### config.mk
export PLATFORM = sky130hd
export DESIGN_NAME = egress_port_flat
export DESIGN_NICKNAME = d
export VERILOG_FILES = /design/src/design/egress_qs_pkg.sv /design/src/design/buf_rd_if.sv /design/src/design/pkt_writer.sv /design/src/design/desc_fifo.sv /design/src/design/pkt_reader.sv /design/src/design/egress_port.sv /design/src/flat_wrapper.sv
export SDC_FILE = /design/constraint.sdc
export NUM_CORES = 1
export LEC_CHECK = 0
export BUFFER_PORTS_ARGS = -buffer_cell sky130_fd_sc_hd__buf_2
export CORE_ASPECT_RATIO = 1.5
export CORE_UTILIZATION = 40
export CTS_BUF_LIST = sky130_fd_sc_hd__clkbuf_8 sky130_fd_sc_hd__clkbuf_16
export CTS_CLUSTER_SIZE = 14
export DETAILED_ROUTE_END_ITERATION = 6
export GPL_TIMING_DRIVEN = 1
export SYNTH_ARGS = -nofsm -noshare
export SYNTH_HDL_FRONTEND = slang
export SYNTH_HIERARCHICAL = 1
export SYNTH_SLANG_ARGS = --single-unit
### constraint.sdc
create_clock -name clk -period 5.7 [get_ports clk]
set_input_delay 0.855 -clock clk [delete_from_list [all_inputs] [get_ports clk]]
set_output_delay 0.855 -clock clk [all_outputs]
set_load 0.05 [all_outputs]
### src/design/egress_qs_pkg.sv
/*
 * Egress queue package
 * Sizes, vector types and the reader FSM encoding shared by the
 * two-port egress packet queue
 */
package egress_qs_pkg;

    // --------------------------------------------------
    // Sizes
    // --------------------------------------------------
    localparam int NUM_PORTS    = 2;
    localparam int SLOT_WORDS   = 16;
    localparam int NUM_SLOTS    = 8;
    localparam int DATA_WID     = 32;

    localparam int PORT_WID     = $clog2(NUM_PORTS);
    localparam int SLOT_WID     = $clog2(NUM_SLOTS);
    localparam int WORD_WID     = $clog2(SLOT_WORDS);
    localparam int BANK_AW      = SLOT_WID + WORD_WID;
    localparam int BANK_WORDS   = NUM_SLOTS * SLOT_WORDS;
    // Port, slot and word offset from MSB down
    localparam int MEM_ADDR_WID = PORT_WID + BANK_AW;

    // --------------------------------------------------
    // Types
    // --------------------------------------------------
    typedef logic [DATA_WID-1:0]     data_t;
    typedef logic [MEM_ADDR_WID-1:0] mem_addr_t;
    typedef logic [SLOT_WID-1:0]     slot_t;
    typedef logic [WORD_WID:0]       wcount_t;
    typedef logic [PORT_WID-1:0]     port_t;

    typedef enum logic {RD_IDLE, RD_BUSY} rd_state_t;

    // Base of each port's bank in the buffer address space
    localparam mem_addr_t PORT_BASE [NUM_PORTS] = '{8'h00, 8'h80};

endpackage

### src/design/buf_rd_if.sv
/*
 * Buffer read request interface
 * Carries one reader's requests to the shared read port arbiter and
 * the returned data, one cycle after each grant
 */
`timescale 1ns/1ns

interface buf_rd_if
    import egress_qs_pkg::*;
();

    logic      req;
    logic      gnt;
    mem_addr_t addr;
    logic      rvalid;
    data_t     rdata;

    // Reader side, req and addr held until gnt
    modport requester (
        output req, addr,
        input  gnt, rvalid, rdata
    );

    modport arbiter (
        input  req, addr,
        output gnt, rvalid, rdata
    );

endinterface

### src/design/pkt_writer.sv
/*
 * Packet writer
 * Stores incoming words into the port's next free slot, drops packets
 * that find no slot or overrun one, and pushes a descriptor per packet
 */
`timescale 1ns/1ns

module pkt_writer
    import egress_qs_pkg::*;
#(
    parameter port_t PORT_IDX = '0
) (
    input  logic      clk,
    input  logic      i_rst_n,
    input  logic      i_valid,
    input  logic      i_last,
    input  data_t     i_data,
    input  logic      i_slot_free,
    output logic      o_wr_en,
    output mem_addr_t o_wr_addr,
    output data_t     o_wr_data,
    output logic      o_push,
    output slot_t     o_push_slot,
    output wcount_t   o_push_count,
    output logic      o_drop_evt
);

    logic              in_pkt;
    logic              dropping;
    wcount_t           cnt;
    slot_t             wr_slot;
    logic [SLOT_WID:0] in_use;
    logic              start;
    logic              drop_now;
    logic              take;
    logic              commit;

    assign start    = i_valid && !in_pkt;
    // No free slot at the first word, or a word beyond a full slot
    assign drop_now = (start && (in_use == NUM_SLOTS)) ||
                      (i_valid && in_pkt && !dropping && (cnt == SLOT_WORDS));
    assign take     = i_valid && !drop_now && !(in_pkt && dropping);
    assign commit   = take && i_last;

    assign o_wr_en   = take;
    assign o_wr_addr = PORT_BASE[PORT_IDX] | mem_addr_t'({wr_slot, cnt[WORD_WID-1:0]});
    assign o_wr_data = i_data;

    always_ff @(posedge clk) begin
        if (!i_rst_n) begin
            in_pkt     <= 1'b0;
            dropping   <= 1'b0;
            cnt        <= '0;
            wr_slot    <= '0;
            in_use     <= '0;
            o_push     <= 1'b0;
            o_drop_evt <= 1'b0;
        end else begin
            o_push     <= commit;
            o_drop_evt <= drop_now;
            if (i_valid) begin
                in_pkt <= !i_last;
                if (i_last) begin
                    cnt      <= '0;
                    dropping <= 1'b0;
                end else begin
                    if (drop_now) dropping <= 1'b1;
                    if (take)     cnt      <= cnt + 1'b1;
                end
            end
            if (commit) wr_slot <= wr_slot + 1'b1;
            // Slot count, taken at commit and returned by the reader
            case ({commit, i_slot_free})
                2'b10:   in_use <= in_use + 1'b1;
                2'b01:   in_use <= in_use - 1'b1;
                default: ;
            endcase
        end
    end

    // Descriptor for the packet just completed
    always_ff @(posedge clk) begin
        if (commit) begin
            o_push_slot  <= wr_slot;
            o_push_count <= cnt + 1'b1;
        end
    end

endmodule

### src/design/desc_fifo.sv
/*
 * Descriptor FIFO
 * First-word-fall-through queue of slot and word count, one entry per
 * slot, standing in for the scheduler
 */
`timescale 1ns/1ns

module desc_fifo
    import egress_qs_pkg::*;
(
    input  logic    clk,
    input  logic    i_rst_n,
    input  logic    i_push,
    input  slot_t   i_slot,
    input  wcount_t i_count,
    input  logic    i_pop,
    output logic    o_empty,
    output slot_t   o_slot,
    output wcount_t o_count
);

    slot_t             slot_mem [NUM_SLOTS];
    wcount_t           cnt_mem  [NUM_SLOTS];
    slot_t             wr_ptr;
    slot_t             rd_ptr;
    logic [SLOT_WID:0] level;

    assign o_empty = (level == '0);
    // Head entry shows without a pop
    assign o_slot  = slot_mem[rd_ptr];
    assign o_count = cnt_mem[rd_ptr];

    always_ff @(posedge clk) begin
        if (i_push) begin
            slot_mem[wr_ptr] <= i_slot;
            cnt_mem[wr_ptr]  <= i_count;
        end
    end

    always_ff @(posedge clk) begin
        if (!i_rst_n) begin
            wr_ptr <= '0;
            rd_ptr <= '0;
            level  <= '0;
        end else begin
            if (i_push) wr_ptr <= wr_ptr + 1'b1;
            if (i_pop)  rd_ptr <= rd_ptr + 1'b1;
            case ({i_push, i_pop})
                2'b10:   level <= level + 1'b1;
                2'b01:   level <= level - 1'b1;
                default: ;
            endcase
        end
    end

endmodule

### src/design/pkt_reader.sv
/*
 * Packet reader
 * Pops a descriptor, reads its words from the buffer through the
 * arbiter and drives them out with valid/ready and a last flag
 */
`timescale 1ns/1ns

module pkt_reader
    import egress_qs_pkg::*;
#(
    parameter port_t PORT_IDX = '0
) (
    input  logic        clk,
    input  logic        i_rst_n,
    input  logic        i_empty,
    input  slot_t       i_slot,
    input  wcount_t     i_count,
    output logic        o_pop,
    buf_rd_if.requester rd,
    output logic        o_slot_free,
    output logic        o_valid,
    output logic        o_last,
    output data_t       o_data,
    input  logic        i_ready
);

    rd_state_t state;
    slot_t     slot_q;
    wcount_t   cnt_q;
    wcount_t   req_idx;
    logic      last_req;
    logic      inflight;
    logic      inflight_last;
    logic      load_out;
    logic      sk_valid;
    logic      sk_last;
    data_t     sk_data;

    assign last_req = (req_idx + 1'b1 == cnt_q);
    assign load_out = !o_valid || i_ready;

    assign o_pop = (state == RD_IDLE) && !i_empty;
    // No request under back-pressure or while a word is still pending
    assign rd.req  = (state == RD_BUSY) && load_out && !(o_valid && (sk_valid || inflight));
    assign rd.addr = PORT_BASE[PORT_IDX] | mem_addr_t'({slot_q, req_idx[WORD_WID-1:0]});
    assign o_slot_free = rd.rvalid && inflight_last;

    // --------------------------------------------------
    // Request FSM and word flow control
    // --------------------------------------------------
    always_ff @(posedge clk) begin
        if (!i_rst_n) begin
            state         <= RD_IDLE;
            req_idx       <= '0;
            inflight      <= 1'b0;
            inflight_last <= 1'b0;
            o_valid       <= 1'b0;
            sk_valid      <= 1'b0;
        end else begin
            inflight      <= rd.gnt;
            inflight_last <= rd.gnt && last_req;
            case (state)
                RD_IDLE: begin
                    if (o_pop) begin
                        state   <= RD_BUSY;
                        req_idx <= '0;
                    end
                end
                RD_BUSY: begin
                    if (rd.gnt) begin
                        req_idx <= req_idx + 1'b1;
                        if (last_req) state <= RD_IDLE;
                    end
                end
                default: state <= RD_IDLE;
            endcase
            if (load_out) begin
                o_valid  <= sk_valid || rd.rvalid;
                sk_valid <= sk_valid && rd.rvalid;
            end else if (rd.rvalid) begin
                sk_valid <= 1'b1;
            end
        end
    end

    always_ff @(posedge clk) begin
        if (o_pop) begin
            slot_q <= i_slot;
            cnt_q  <= i_count;
        end
        if (load_out) begin
            o_data <= sk_valid ? sk_data : rd.rdata;
            o_last <= sk_valid ? sk_last : inflight_last;
        end
        // Skid entry catches a word that cannot enter the output register
        if (rd.rvalid && (sk_valid || !load_out)) begin
            sk_data <= rd.rdata;
            sk_last <= inflight_last;
        end
    end

endmodule

### src/design/egress_port.sv
/*
 * Egress port
 * Writer, descriptor FIFO and reader for one port, plus the one-stage
 * bypass path and the sticky drop flag
 */
`timescale 1ns/1ns

module egress_port
    import egress_qs_pkg::*;
#(
    parameter port_t PORT_IDX = '0
) (
    input  logic        clk,
    input  logic        i_rst_n,
    input  logic        i_enable,
    input  logic        i_in_valid,
    input  logic        i_in_last,
    input  data_t       i_in_data,
    output logic        o_wr_en,
    output mem_addr_t   o_wr_addr,
    output data_t       o_wr_data,
    buf_rd_if.requester rd,
    output logic        o_out_valid,
    output logic        o_out_last,
    output data_t       o_out_data,
    input  logic        i_out_ready,
    input  logic        i_status_clear,
    output logic        o_drop
);

    logic    push, pop, empty, slot_free, drop_evt;
    slot_t   push_slot, head_slot;
    wcount_t push_count, head_count;
    logic    q_valid, q_last;
    data_t   q_data;
    logic    byp_valid, byp_last;
    data_t   byp_data;

    pkt_writer #(.PORT_IDX(PORT_IDX)) u_writer (
        .clk, .i_rst_n,
        .i_valid (i_in_valid && i_enable), .i_last (i_in_last), .i_data (i_in_data),
        .i_slot_free (slot_free),
        .o_wr_en, .o_wr_addr, .o_wr_data,
        .o_push (push), .o_push_slot (push_slot), .o_push_count (push_count),
        .o_drop_evt (drop_evt)
    );

    desc_fifo u_fifo (
        .clk, .i_rst_n,
        .i_push (push), .i_slot (push_slot), .i_count (push_count),
        .i_pop (pop), .o_empty (empty), .o_slot (head_slot), .o_count (head_count)
    );

    pkt_reader #(.PORT_IDX(PORT_IDX)) u_reader (
        .clk, .i_rst_n,
        .i_empty (empty), .i_slot (head_slot), .i_count (head_count), .o_pop (pop),
        .rd, .o_slot_free (slot_free),
        .o_valid (q_valid), .o_last (q_last), .o_data (q_data), .i_ready (i_out_ready)
    );

    // --------------------------------------------------
    // Bypass stage and drop status
    // --------------------------------------------------
    always_ff @(posedge clk) begin
        if (!i_rst_n) begin
            byp_valid <= 1'b0;
            o_drop    <= 1'b0;
        end else begin
            byp_valid <= i_in_valid;
            // Clear has priority over a new drop
            if (i_status_clear) o_drop <= 1'b0;
            else if (drop_evt)  o_drop <= 1'b1;
        end
    end

    always_ff @(posedge clk) begin
        byp_last <= i_in_last;
        byp_data <= i_in_data;
    end

    assign o_out_valid = i_enable ? q_valid : byp_valid;
    assign o_out_last  = i_enable ? q_last  : byp_last;
    assign o_out_data  = i_enable ? q_data  : byp_data;

endmodule

### src/flat_wrapper.sv
// flat-port wrapper written by rule: the top's interface ports become plain ports
module egress_port_flat import egress_qs_pkg::*;
#(
    parameter port_t PORT_IDX = '0
)
  (clk, i_rst_n, i_enable, i_in_valid, i_in_last, i_in_data, o_wr_en, o_wr_addr, o_wr_data, o_out_valid, o_out_last, o_out_data, i_out_ready, i_status_clear, o_drop, rd_req, rd_addr, rd_gnt, rd_rvalid, rd_rdata);
  buf_rd_if rd_i ();
  input  logic clk;
  input  logic i_rst_n;
  input  logic i_enable;
  input  logic i_in_valid;
  input  logic i_in_last;
  input  data_t i_in_data;
  output logic o_wr_en;
  output mem_addr_t o_wr_addr;
  output data_t o_wr_data;
  output logic o_out_valid;
  output logic o_out_last;
  output data_t o_out_data;
  input  logic i_out_ready;
  input  logic i_status_clear;
  output logic o_drop;
  output wire logic [$bits(rd_i.req)-1:0] rd_req;
  output wire logic [$bits(rd_i.addr)-1:0] rd_addr;
  input wire logic [$bits(rd_i.gnt)-1:0] rd_gnt;
  input wire logic [$bits(rd_i.rvalid)-1:0] rd_rvalid;
  input wire logic [$bits(rd_i.rdata)-1:0] rd_rdata;
  assign rd_req = rd_i.req;
  assign rd_addr = rd_i.addr;
  assign rd_i.gnt = rd_gnt;
  assign rd_i.rvalid = rd_rvalid;
  assign rd_i.rdata = rd_rdata;
  egress_port #(.PORT_IDX(PORT_IDX)) u_core (.clk(clk), .i_rst_n(i_rst_n), .i_enable(i_enable), .i_in_valid(i_in_valid), .i_in_last(i_in_last), .i_in_data(i_in_data), .o_wr_en(o_wr_en), .o_wr_addr(o_wr_addr), .o_wr_data(o_wr_data), .rd(rd_i), .o_out_valid(o_out_valid), .o_out_last(o_out_last), .o_out_data(o_out_data), .i_out_ready(i_out_ready), .i_status_clear(i_status_clear), .o_drop(o_drop));
endmodule
Word level (Yosys, flattened, before mapping)
Memory sizes are Yosys's and may differ from the RTL's. A register that Yosys moved wholly into a read port is not among the register bits.
Index checks and enable logic that the tools add are counted.
{"block": "word_totals", "ram_bits": 64, "mem_count": 2, "wordCells": 112, "out_inout_bits": 85, "input_bits": 73, "register_bits": 145, "rom_bits": 0, "latchBits": 0}
{"memory": "u_core.u_fifo.cnt_mem", "words": 8, "word_bits": 5, "read_ports": 1, "rd_clocked_by_memory_dff": 1, "write_ports": 1, "line": "desc_fifo.sv:23", "source": "wcount_t cnt_mem [NUM_SLOTS];"}
{"memory": "u_core.u_fifo.slot_mem", "words": 8, "word_bits": 3, "read_ports": 1, "rd_clocked_by_memory_dff": 1, "write_ports": 1, "line": "desc_fifo.sv:22", "source": "slot_t slot_mem [NUM_SLOTS];"}
{"block": "classes", "bitwise_logic": 2, "n_addsub": 9, "magnitude_cmp": 0, "n_div": 0, "n_shift": 0, "reduce_logical": 42, "multipliers": 0, "mux": 22, "n_eq_ne": 9}
{"operator": "32-bit 2-to-1 mux", "count": 2}
{"operator": "5-bit 2-to-1 mux", "count": 4}
{"operator": "1-bit logical AND", "count": 18}
{"operator": "4-bit case mux with 2 select lines", "count": 2}
{"operator": "1-bit 2-to-1 mux", "count": 12}
{"operator": "5-bit by 1-bit adder with 5-bit output (second input constant)", "count": 2}
{"operator": "5-bit case mux with 2 select lines", "count": 1}
{"operator": "2-bit nonzero test", "count": 5}
{"operator": "3-bit by 1-bit adder with 3-bit output (second input constant)", "count": 3}
{"operator": "1-bit logical NOT", "count": 9}
{"operator": "4-bit by 1-bit adder with 4-bit output (second input constant)", "count": 2}
{"operator": "4-bit by 1-bit subtractor with 4-bit output (second input constant)", "count": 2}
{"operator": "2-bit AND reduction", "count": 3}
{"operator": "5-bit equality test", "count": 1}
{"operator": "5-bit equality test (second input constant)", "count": 1}
{"operator": "1-bit logical OR", "count": 5}
{"operator": "2-bit by 1-bit equality test with 1-bit output (second input constant)", "count": 2}
{"operator": "2-bit equality test (second input constant)", "count": 2}
{"operator": "4-bit equality test (second input constant)", "count": 1}
{"operator": "4-bit logical NOT", "count": 1}
{"operator": "2-bit by 1-bit != test with 1-bit output (second input constant)", "count": 1}
{"operator": "2-bit != test (second input constant)", "count": 1}
{"operator": "1-bit NOT", "count": 2}
{"operator": "1-bit case mux with 2 select lines", "count": 1}
{"operator": "2-bit OR reduction", "count": 1}

Depth between registers and ports, before layout
Gate-level depths: netlist (run 1).
{"block": "depth", "depth_word": 11, "mapped_depth": 12, "mapped_depth_nobuf": 12}

Modules after synthesis
Netlist (run 1), hierarchy kept.
{"module": "pkt_reader", "area_each_um2": 3201.8, "instances": 1, "seq_area_each_um2": 2422.3, "cells_per_inst": 179}
{"module": "desc_fifo", "area_each_um2": 3116.7, "instances": 1, "seq_area_each_um2": 2182.1, "cells_per_inst": 162}
{"module": "pkt_writer", "area_each_um2": 1438.9, "instances": 1, "seq_area_each_um2": 560.5, "cells_per_inst": 148}
{"module": "egress_port", "area_each_um2": 1287.5, "instances": 1, "seq_area_each_um2": 700.7, "cells_per_inst": 77}

Worst setup path before layout (run 1)
Ideal clock, no wire load.
{"block": "synth_timing", "path_type": "input port to flip-flop", "start": "input port i_enable", "end": "register u_core.u_writer.in_use[3]", "slack_ps": 2639, "arrival_ps": 2989, "setup_time_ps": 72, "path_stages": 12, "path_buffers": 2, "required_ps": 5628, "path_cell_list": "buf_6 -> buf_12 -> and2_1 -> nand2_1 -> nor2_4 -> inv_1 -> ha_1 -> ha_1 -> a21o_1 -> a21oi_1 -> mux2i_1 -> mux2i_1"}
{"block": "synth_via", "elab_chain_cells": 11, "elab_cells_between_ends": 15, "cone_classes": "2 x eq/ne; 1 x mux; 12 x reduce/logical"}
{"item": "from (decl)", "line": "flat_wrapper.sv:10", "source": "input logic i_enable;"}
{"item": "1-bit logical AND *", "line": "egress_port.sv:41", "source": ".i_valid (i_in_valid && i_enable), .i_last (i_in_last), .i_data (i_in_data),"}
{"item": "1-bit logical AND (3 in series)", "line": "pkt_writer.sv:41", "source": "(i_valid && in_pkt && !dropping && (cnt == SLOT_WORDS));"}
{"item": "1-bit logical OR", "line": "pkt_writer.sv:40", "source": "assign drop_now = (start && (in_use == NUM_SLOTS)) ||"}
{"item": "1-bit logical NOT", "line": "pkt_writer.sv:42", "source": "assign take = i_valid && !drop_now && !(in_pkt && dropping);"}
{"item": "1-bit logical AND * (2 in series)", "line": "pkt_writer.sv:42"}
{"item": "1-bit logical AND *", "line": "pkt_writer.sv:43", "source": "assign commit = take && i_last;"}
{"item": "named net u_core.u_writer.commit", "line": "pkt_writer.sv:36", "source": "logic commit;"}
{"item": "2-bit by 1-bit equality test with 1-bit output or 2-bit equality test (tied branches)", "line": "pkt_writer.sv:73", "source": "case ({commit, i_slot_free})"}
{"item": "4-bit case mux with 2 select lines or 2-bit nonzero test (tied branches)"}
{"item": "to (signal assigned)", "line": "pkt_writer.sv:74", "source": "2'b10: in_use <= in_use + 1'b1;"}
{"item": "to (signal assigned)", "line": "pkt_writer.sv:75", "source": "2'b01: in_use <= in_use - 1'b1;"}
{"item": "to (decl)", "line": "pkt_writer.sv:32", "source": "logic [SLOT_WID:0] in_use;"}
Mark *: on every way through the listed nets, which the timed path passes. The rest lies on a longest branch.
A chain may end at the register's enable or synchronous reset.

Worst setup path in the final report (run 1)
{"block": "layout_timing", "start": "input port i_in_valid", "end": "register u_core.u_writer.in_use[3]"}
{"block": "layout_via", "elab_chain_cells": 11, "elab_cells_between_ends": 15, "cone_classes": "2 x eq/ne; 1 x mux; 12 x reduce/logical"}
{"item": "from (decl)", "line": "flat_wrapper.sv:11", "source": "input logic i_in_valid;"}
{"item": "1-bit logical AND *", "line": "egress_port.sv:41"}
{"item": "1-bit logical AND (3 in series)", "line": "pkt_writer.sv:41"}
{"item": "1-bit logical OR", "line": "pkt_writer.sv:40"}
{"item": "1-bit logical NOT", "line": "pkt_writer.sv:42"}
{"item": "1-bit logical AND * (2 in series)", "line": "pkt_writer.sv:42"}
{"item": "1-bit logical AND *", "line": "pkt_writer.sv:43"}
{"item": "named net u_core.u_writer.commit", "line": "pkt_writer.sv:36"}
{"item": "2-bit by 1-bit equality test with 1-bit output or 2-bit equality test (tied branches)", "line": "pkt_writer.sv:73"}
{"item": "4-bit case mux with 2 select lines or 2-bit nonzero test (tied branches)"}
Marked as above.

==> results of run 1 <==
[metal layers]
| layer | vias to the layer above | global-route usage |
|---|---|---|
| met5 | - | 0 |
| met1 | 2339 | 0.156 |
| met2 | 164 | 0.270 |
| met4 | 0 | 0.0489 |
| li1 | 2308 | - |
| met3 | 25 | 0.0243 |
[Yosys cell counts (2+ instances only)]
master,count,area share
sky130_fd_sc_hd__a21boi_1,4,0.0033
sky130_fd_sc_hd__a21oi_1,11,0.0061
sky130_fd_sc_hd__a31oi_1,3,0.0021
sky130_fd_sc_hd__and2_1,14,0.0097
sky130_fd_sc_hd__and3_1,3,0.0021
sky130_fd_sc_hd__buf_12,4,0.0089
sky130_fd_sc_hd__buf_2,6,0.0033
sky130_fd_sc_hd__buf_4,42,0.035
sky130_fd_sc_hd__buf_6,2,0.0025
sky130_fd_sc_hd__clkbuf_1,4,0.0017
sky130_fd_sc_hd__conb_1,2,0.00083
sky130_fd_sc_hd__dfxtp_1,74,0.16
sky130_fd_sc_hd__edfxtp_1,146,0.48
sky130_fd_sc_hd__ha_1,12,0.017
sky130_fd_sc_hd__inv_1,11,0.0046
sky130_fd_sc_hd__mux2_1,27,0.034
sky130_fd_sc_hd__mux2_2,19,0.024
sky130_fd_sc_hd__mux2_4,29,0.048
sky130_fd_sc_hd__mux2i_1,8,0.0089
sky130_fd_sc_hd__mux4_1,15,0.044
sky130_fd_sc_hd__nand2_1,24,0.010
sky130_fd_sc_hd__nand2b_1,9,0.0062
sky130_fd_sc_hd__nand3_1,5,0.0028
sky130_fd_sc_hd__nor2_1,14,0.0058
sky130_fd_sc_hd__nor2b_1,8,0.0055
sky130_fd_sc_hd__nor3_1,3,0.0017
sky130_fd_sc_hd__nor3b_1,6,0.0050
sky130_fd_sc_hd__nor4_1,2,0.0014
sky130_fd_sc_hd__o21a_1,5,0.0042
sky130_fd_sc_hd__o21ai_0,5,0.0028
sky130_fd_sc_hd__o21ai_1,3,0.0017
sky130_fd_sc_hd__o221ai_1,2,0.0019
sky130_fd_sc_hd__or3_1,4,0.0028
sky130_fd_sc_hd__xnor2_1,9,0.0087
sky130_fd_sc_hd__xor2_1,7,0.0068
[worst paths after layout]
path	from	end	cells past startpoint
setup reg to reg	u_core/u_writer/cnt[0]	u_core/u_writer/in_use[3]	12
setup / recovery	i_in_valid	u_core/u_writer/in_use[3]	11
hold reg to reg	u_core/u_reader/inflight_last	u_core/u_reader/sk_last	0
hold / removal	i_in_data[20]	u_core/byp_data[20]	1
[registers in the layout, summed over array words and instances, names as in the netlist, 5 cells and up, named ones only]
signal and flops:
u_core/u_fifo/cnt_mem 40, u_core/byp_data 32, u_core/u_reader/o_data 32, u_core/u_reader/sk_data 32, u_core/u_fifo/slot_mem 24, u_core/u_reader/cnt_q 5
u_core/u_reader/req_idx 5, u_core/u_writer/cnt 5, u_core/u_writer/o_push_count 5
[power breakdown]
group          switching (W)  internal [W]
clock network       0.000568      0.000755
registers          0.0000937       0.00181
logic               0.000404      0.000289
[layout make-up]
cell class | instances | area (um2)
fill | 1937 | 11900
sequential | 220 | 5870
multi-input combinational | 276 | 2680
timing repair buffer | 160 | 813
clock buffer | 25 | 603
tap | 276 | 345
clock inverter | 15 | 70.1
inverter | 11 | 41.3
[critical path, cell delays in order]
cell and delay, ps:
sky130_fd_sc_hd__buf_2 90, sky130_fd_sc_hd__and2_1 500, sky130_fd_sc_hd__nand2_1 310, sky130_fd_sc_hd__nor2_4 370, sky130_fd_sc_hd__inv_1 80, sky130_fd_sc_hd__ha_1 240, sky130_fd_sc_hd__ha_1 290, sky130_fd_sc_hd__a21o_1 190
sky130_fd_sc_hd__a21oi_1 180, sky130_fd_sc_hd__mux2i_1 230, sky130_fd_sc_hd__mux2i_1 190
[layout by cell type, fill, tap and decap left out, drive strengths merged, types with 11 or more instances in the layout]
| cell | Yosys | routed |
|---|---|---|
| nand2 | 24 | 24 |
| and2 | 15 | 15 |
| ha | 12 | 12 |
| inv | 11 | 17 |
| nor2 | 15 | 15 |
| clkbuf | 4 | 25 |
| a21oi | 11 | 11 |
| mux2 | 75 | 75 |
| mux4 | 16 | 16 |
| edfxtp | 146 | 146 |
| dfxtp | 74 | 74 |
| buf | 55 | 160 |
[cell families (layout without fill, tap and decap cells)]
logic type | count (synthesis) | in the layout | synth area share
DFF | 220 | 220 | 0.648
buffers and inverters | 70 | 211 | 0.0562
adders and majority gates | 13 | 13 | 0.0188
muxes | 99 | 99 | 0.160
and+or+nand+nor | 101 | 101 | 0.0624
AOI/OAI and AO/OA | 44 | 44 | 0.0357
other | 2 | 2 | 0.000830
xor gates and xnor gates | 17 | 17 | 0.0173
[metrics by stage]
| step | total power (W) | instances | setup WS (ps) |
|---|---|---|---|
| 6_report | 0.00392 | 983 | 2580 |
| 5_1_grt | 0.00411 | 983 | 2410 |
| 4_1_cts | 0.00399 | 983 | 2620 |
| 3_5_place_dp | 0.00264 | 943 | 2120 |
| 3_3_place_gp | 0.00262 | 943 | 2220 |
| 2_1_floorplan | 0.00250 | 566 | 2640 |
==> qor.yml, run 1 <==
fin_hold_ws_ps: 465
post_drt_via_cell_ratio: 4.92
pwr_density_cell_nw_per_um2: 377
gpl.final_weighted_congestion: 0.741
tritoncts_num_sinks: 220
area.growth.synth_to_final_pct: 15.2
synth_area_um2: 9040
avgRoutedWirePerCell_um: 16.5
worst-endpoint-required_ps: 6130
regToRegSetupSlack_ps: 2760
cts_setup_buffers: 0
detail_route.iter0.violations: 309
cp_data_arrival_time_ps: 3550
yosys_most_used_dff: "sky130_fd_sc_hd__edfxtp_1"
detail_route.wirelength.met1_mm: 6.42
max_clock_freq_mhz: 321
top_level_ports: 158
num_rows: 67
firstDrtPassIters: 6
worst_setup_hold_path_clk_slew_ps: 60
setup_viol: 0
number_of_global_route_vias_before_repair: 4969
clkLatencyLatePin_ps: 500
end_kind: "flip-flop"
post_synth_edffs: 146
min_path_type: "in2reg"
grt_util_all_layers: 0.140
grt_pass1_wl_mm: 25.7
dieHeight_um: 186
synth.avg_cell_area_um2: 16.0
path_max_fanout: 12
timing.clock.skew_ps: 9.04
max-vdd-ir-drop_mv: 0.223
period_needed_ps: 3120
ys_seq_elements: 220
routed_wl_mm: 16.2
final.period_utilization: 0.547
total_number_of_vias: 4836
power.leakage_nw: 4.06
initial_standard_cell_utilization_of_the_core: 0.406
clockRootBuffer: "sky130_fd_sc_hd__clkbuf_16"
cts_tree: "yes"
port-buffer-count: 155
cts_max_path_buffers: 3
global_route.overflow_total: 0
route.antenna.remaining_nets: 0
die_area_um2: 23200
cts_hold_repair.buffers: 0
insertedDiodeCount: 0
drive_above_1_share: 0.355
postCtsResizedCells: 0
violations: "design-rule violations"
layout.nets: 777
cts_inserted_buffers: 22
antenna_found_initial: 0
highest_layer: "met4"
layout.cell_area.non_filler_um2: 10400
pin_count_of_the_biggest_net_entering_global_routing: 42
crit_path_start_kind: "primary input"
ys_seq_area_frac: 0.648
finalHoldViolCount: 0
timing_max_transition_violations_final: 0
h-tree-depth: 1
synth_warnings: 6
grt_setup_unrepaired: "false"
met3_wl_um: 959
count_of_max_cap_constraint_violations: 0
placedInstanceArea_um2: 9740
headroom_to_the_max_slew_limit: 0.385
max_slew.worst_pin.slew_ps: 913
synth.lib_cells_used.distinct: 59
met2_wirelength_mm: 8.51
fin_setup_tns_ps: 0
async_sr_flop_fraction: 0
remaining_drc_errors: 48
core_area_um2: 22300
dp_hpwl_mm: 11.2
critical_path_class: "in2reg"
die-width_um: 125
synth_nets: 652
post_synthesis_instance_total: 566
final_core_utilization: 0.467
status: "finished, violations left"
No activity file was read; power rests on OpenSTA's default activity.
==> run 2: changes to the inputs <==
- clock period: 5.7 -> 3 ns (I/O delays scaled with it)
==> run 2 against run 1 <==
- the flow still finishes with violations (design-rule violations)
- via count is 1.1% higher
- non-clock buffer count rose by 6
- combinational power grew 100%
- setup slack lost 2300 ps
- die area unchanged
- wire length down 0.80%
- first-iteration DRC count increased by 6.5%
- design area rose by 1.6%
- final cell count grew 0.61%
- utilization rose by 0.77 points
- count of clock-buffer cells in the layout unchanged
==> qor.yml, run 2 (synthesis gave the netlist of run 1 again) <==
status: "finished, violations left"  # unchanged
violations: "design-rule violations"  # unchanged
min_path_type: "in2reg"  # unchanged
period_needed_ps: 2740
critical_path_buffers_and_inverters: 2  # unchanged
num_rows: 67  # unchanged
remaining_drc_errors: 48  # unchanged
fin_setup_tns_ps: 0  # unchanged
cts_max_path_buffers: 3  # unchanged
max_clock_freq_mhz: 365
die_area_um2: 23200  # unchanged
core_area_um2: 22300  # unchanged
timing.clock.skew_ps: 27.6  # was 9.04 ps
layout.cell_area.non_filler_um2: 10600  # was 10400 um2
port-buffer-count: 155  # unchanged
clockRootBuffer: "sky130_fd_sc_hd__clkbuf_16"  # unchanged
largest_reg_flops: 40  # unchanged
critical-path-slowest-cell: "sky130_fd_sc_hd__dfxtp_1"  # was sky130_fd_sc_hd__and2_1
number_of_global_route_vias_before_repair: 5012  # was 4969
top_level_ports: 158  # unchanged
cp_data_arrival_time_ps: 3160  # was 3550 ps
mostFrequentLayoutCell: "sky130_fd_sc_hd__buf_2"  # unchanged
final.period_utilization: 0.913
cp_slowest_stage_delay_ps: 410  # was 500 ps
cts_setup_buffers: 0  # unchanged
dieHeight_um: 186  # unchanged
worst-endpoint-required_ps: 3420  # was 6130 ps
placedInstanceArea_um2: 9770  # was 9740 um2
top_register: "u_core/u_fifo/cnt_mem"  # unchanged
clkLatencyLatePin_ps: 510  # was 500 ps
global_route.overflow_total: 0  # unchanged
end_kind: "flip-flop"  # unchanged
firstDrtPassIters: 6  # unchanged
final_core_utilization: 0.475  # was 0.467
worst_path_most_repeated_cell: "sky130_fd_sc_hd__ha_1"
cts_hold_repair.buffers: 0  # unchanged
pin_count_of_the_biggest_net_entering_global_routing: 42  # unchanged
area.growth.synth_to_final_pct: 17.1  # was 15.2%
cts_tree: "yes"  # unchanged
route.antenna.remaining_nets: 0  # unchanged
max-vdd-ir-drop_mv: 0.410  # was 0.223 mV
pwr_density_cell_nw_per_um2: 750  # was 377 nW/um2
grt_util_all_layers: 0.140  # about the same
post_drt_via_cell_ratio: 4.94  # was 4.92
avgRoutedWirePerCell_um: 16.3  # was 16.5 um
antenna_found_initial: 1  # was 0
grt_setup_unrepaired: "false"  # unchanged
gpl.final_weighted_congestion: 0.773  # was 0.741
finalHoldViolCount: 0  # unchanged
count_of_max_cap_constraint_violations: 0  # unchanged
worstPathCellList: "inv_1, ha_1, nand4b_1, o221ai_4, nor2_4, inv_1, ha_1, ha_1, a21o_1, a21oi_1, mux2i_1, mux2i_1"  # was buf_2, and2_1, nand2_1, nor2_4, inv_1, ha_1, ha_1, a21o_1, a21oi_1, mux2i_1, mux2i_1
routed_wl_mm: 16.1  # was 16.2 mm
layout.cells.most_common_list: "sky130_fd_sc_hd__buf_2 (155), sky130_fd_sc_hd__edfxtp_1 (146), sky130_fd_sc_hd__dfxtp_1 (73)"  # unchanged
worst_setup_hold_path_clk_slew_ps: 60  # about the same
initial_standard_cell_utilization_of_the_core: 0.406  # unchanged
total_number_of_vias: 4887  # was 4836
setup_viol: 0  # unchanged
layout.nets: 783  # was 777
fin_hold_ws_ps: 48.6  # was 465 ps
die-width_um: 125  # unchanged
power.total_w: 0.00794  # was 0.00392 W
h-tree-depth: 1  # unchanged
grt_pass1_wl_mm: 25.6  # was 25.7 mm
tritoncts_num_sinks: 220  # unchanged
drive_above_1_share: 0.360  # was 0.355
path_max_fanout: 8  # was 12
cts_inserted_buffers: 22  # unchanged
critical_path.top_delay_family: "adder cells"  # was simple AND/OR/NAND/NOR gates
critical_path_class: "reg2reg"  # was in2reg
crit_path_start_kind: "flip-flop"  # was primary input
postCtsResizedCells: 0  # unchanged
max_slew.worst_pin.slew_ps: 983  # was 913 ps
insertedDiodeCount: 0  # unchanged
dp_hpwl_mm: 11.3  # was 11.2 mm
headroom_to_the_max_slew_limit: 0.343  # was 0.385
power.leakage_nw: 4.15  # was 4.06 nW
timing_max_transition_violations_final: 0  # unchanged
detail_route.iter0.violations: 329  # was 309
## run 2: area by class of cell
type / instances / area [um2]
tap: 276 / 345
clock buffer: 25 / 603
timing repair buffer: 166 / 858
fill: 1906 / 11700
clock inverter: 15 / 201
multi-input combinational: 276 / 2670
sequential: 220 / 5870
inverter: 11 / 41.3
## run 2: worst paths after layout
kind	end	slack, ps	from	cells after the start
min reg2reg	u_core/u_writer/in_use[3]	470	u_core/u_writer/in_use[3]	2
max	u_core/u_writer/in_use[3]	260	u_core/u_writer/cnt[0]	12
min	u_core/byp_data[3]	50	i_in_data[3]	1
max reg2reg	u_core/u_writer/in_use[3]	260	u_core/u_writer/cnt[0]	12
## run 2: report_power, final
group	internal, W	switching [W]
clock network	0.00187	0.00110
logic	0.000574	0.000818
registers	0.00345	0.000137
total	0.00589	0.00205
## run 2: metal layers
| layer | share of wire | wire [um] | track usage |
|---|---|---|---|
| met1 | 0.38 | 6200 | 0.148 |
| met2 | 0.54 | 8650 | 0.278 |
| met3 | 0.056 | 901 | 0.0226 |
| met4 | 0.021 | 338 | 0.0499 |
| met5 | 0.00056 | 9 | 0 |
## run 2: metrics by stage
step | setup WS (ps) | cells
floorplan | 344 | 566
global placement | 175 | 947
detailed placement | 90.3 | 947
CTS | 62.4 | 987
global route | 50.9 | 989
finish | 260 | 989
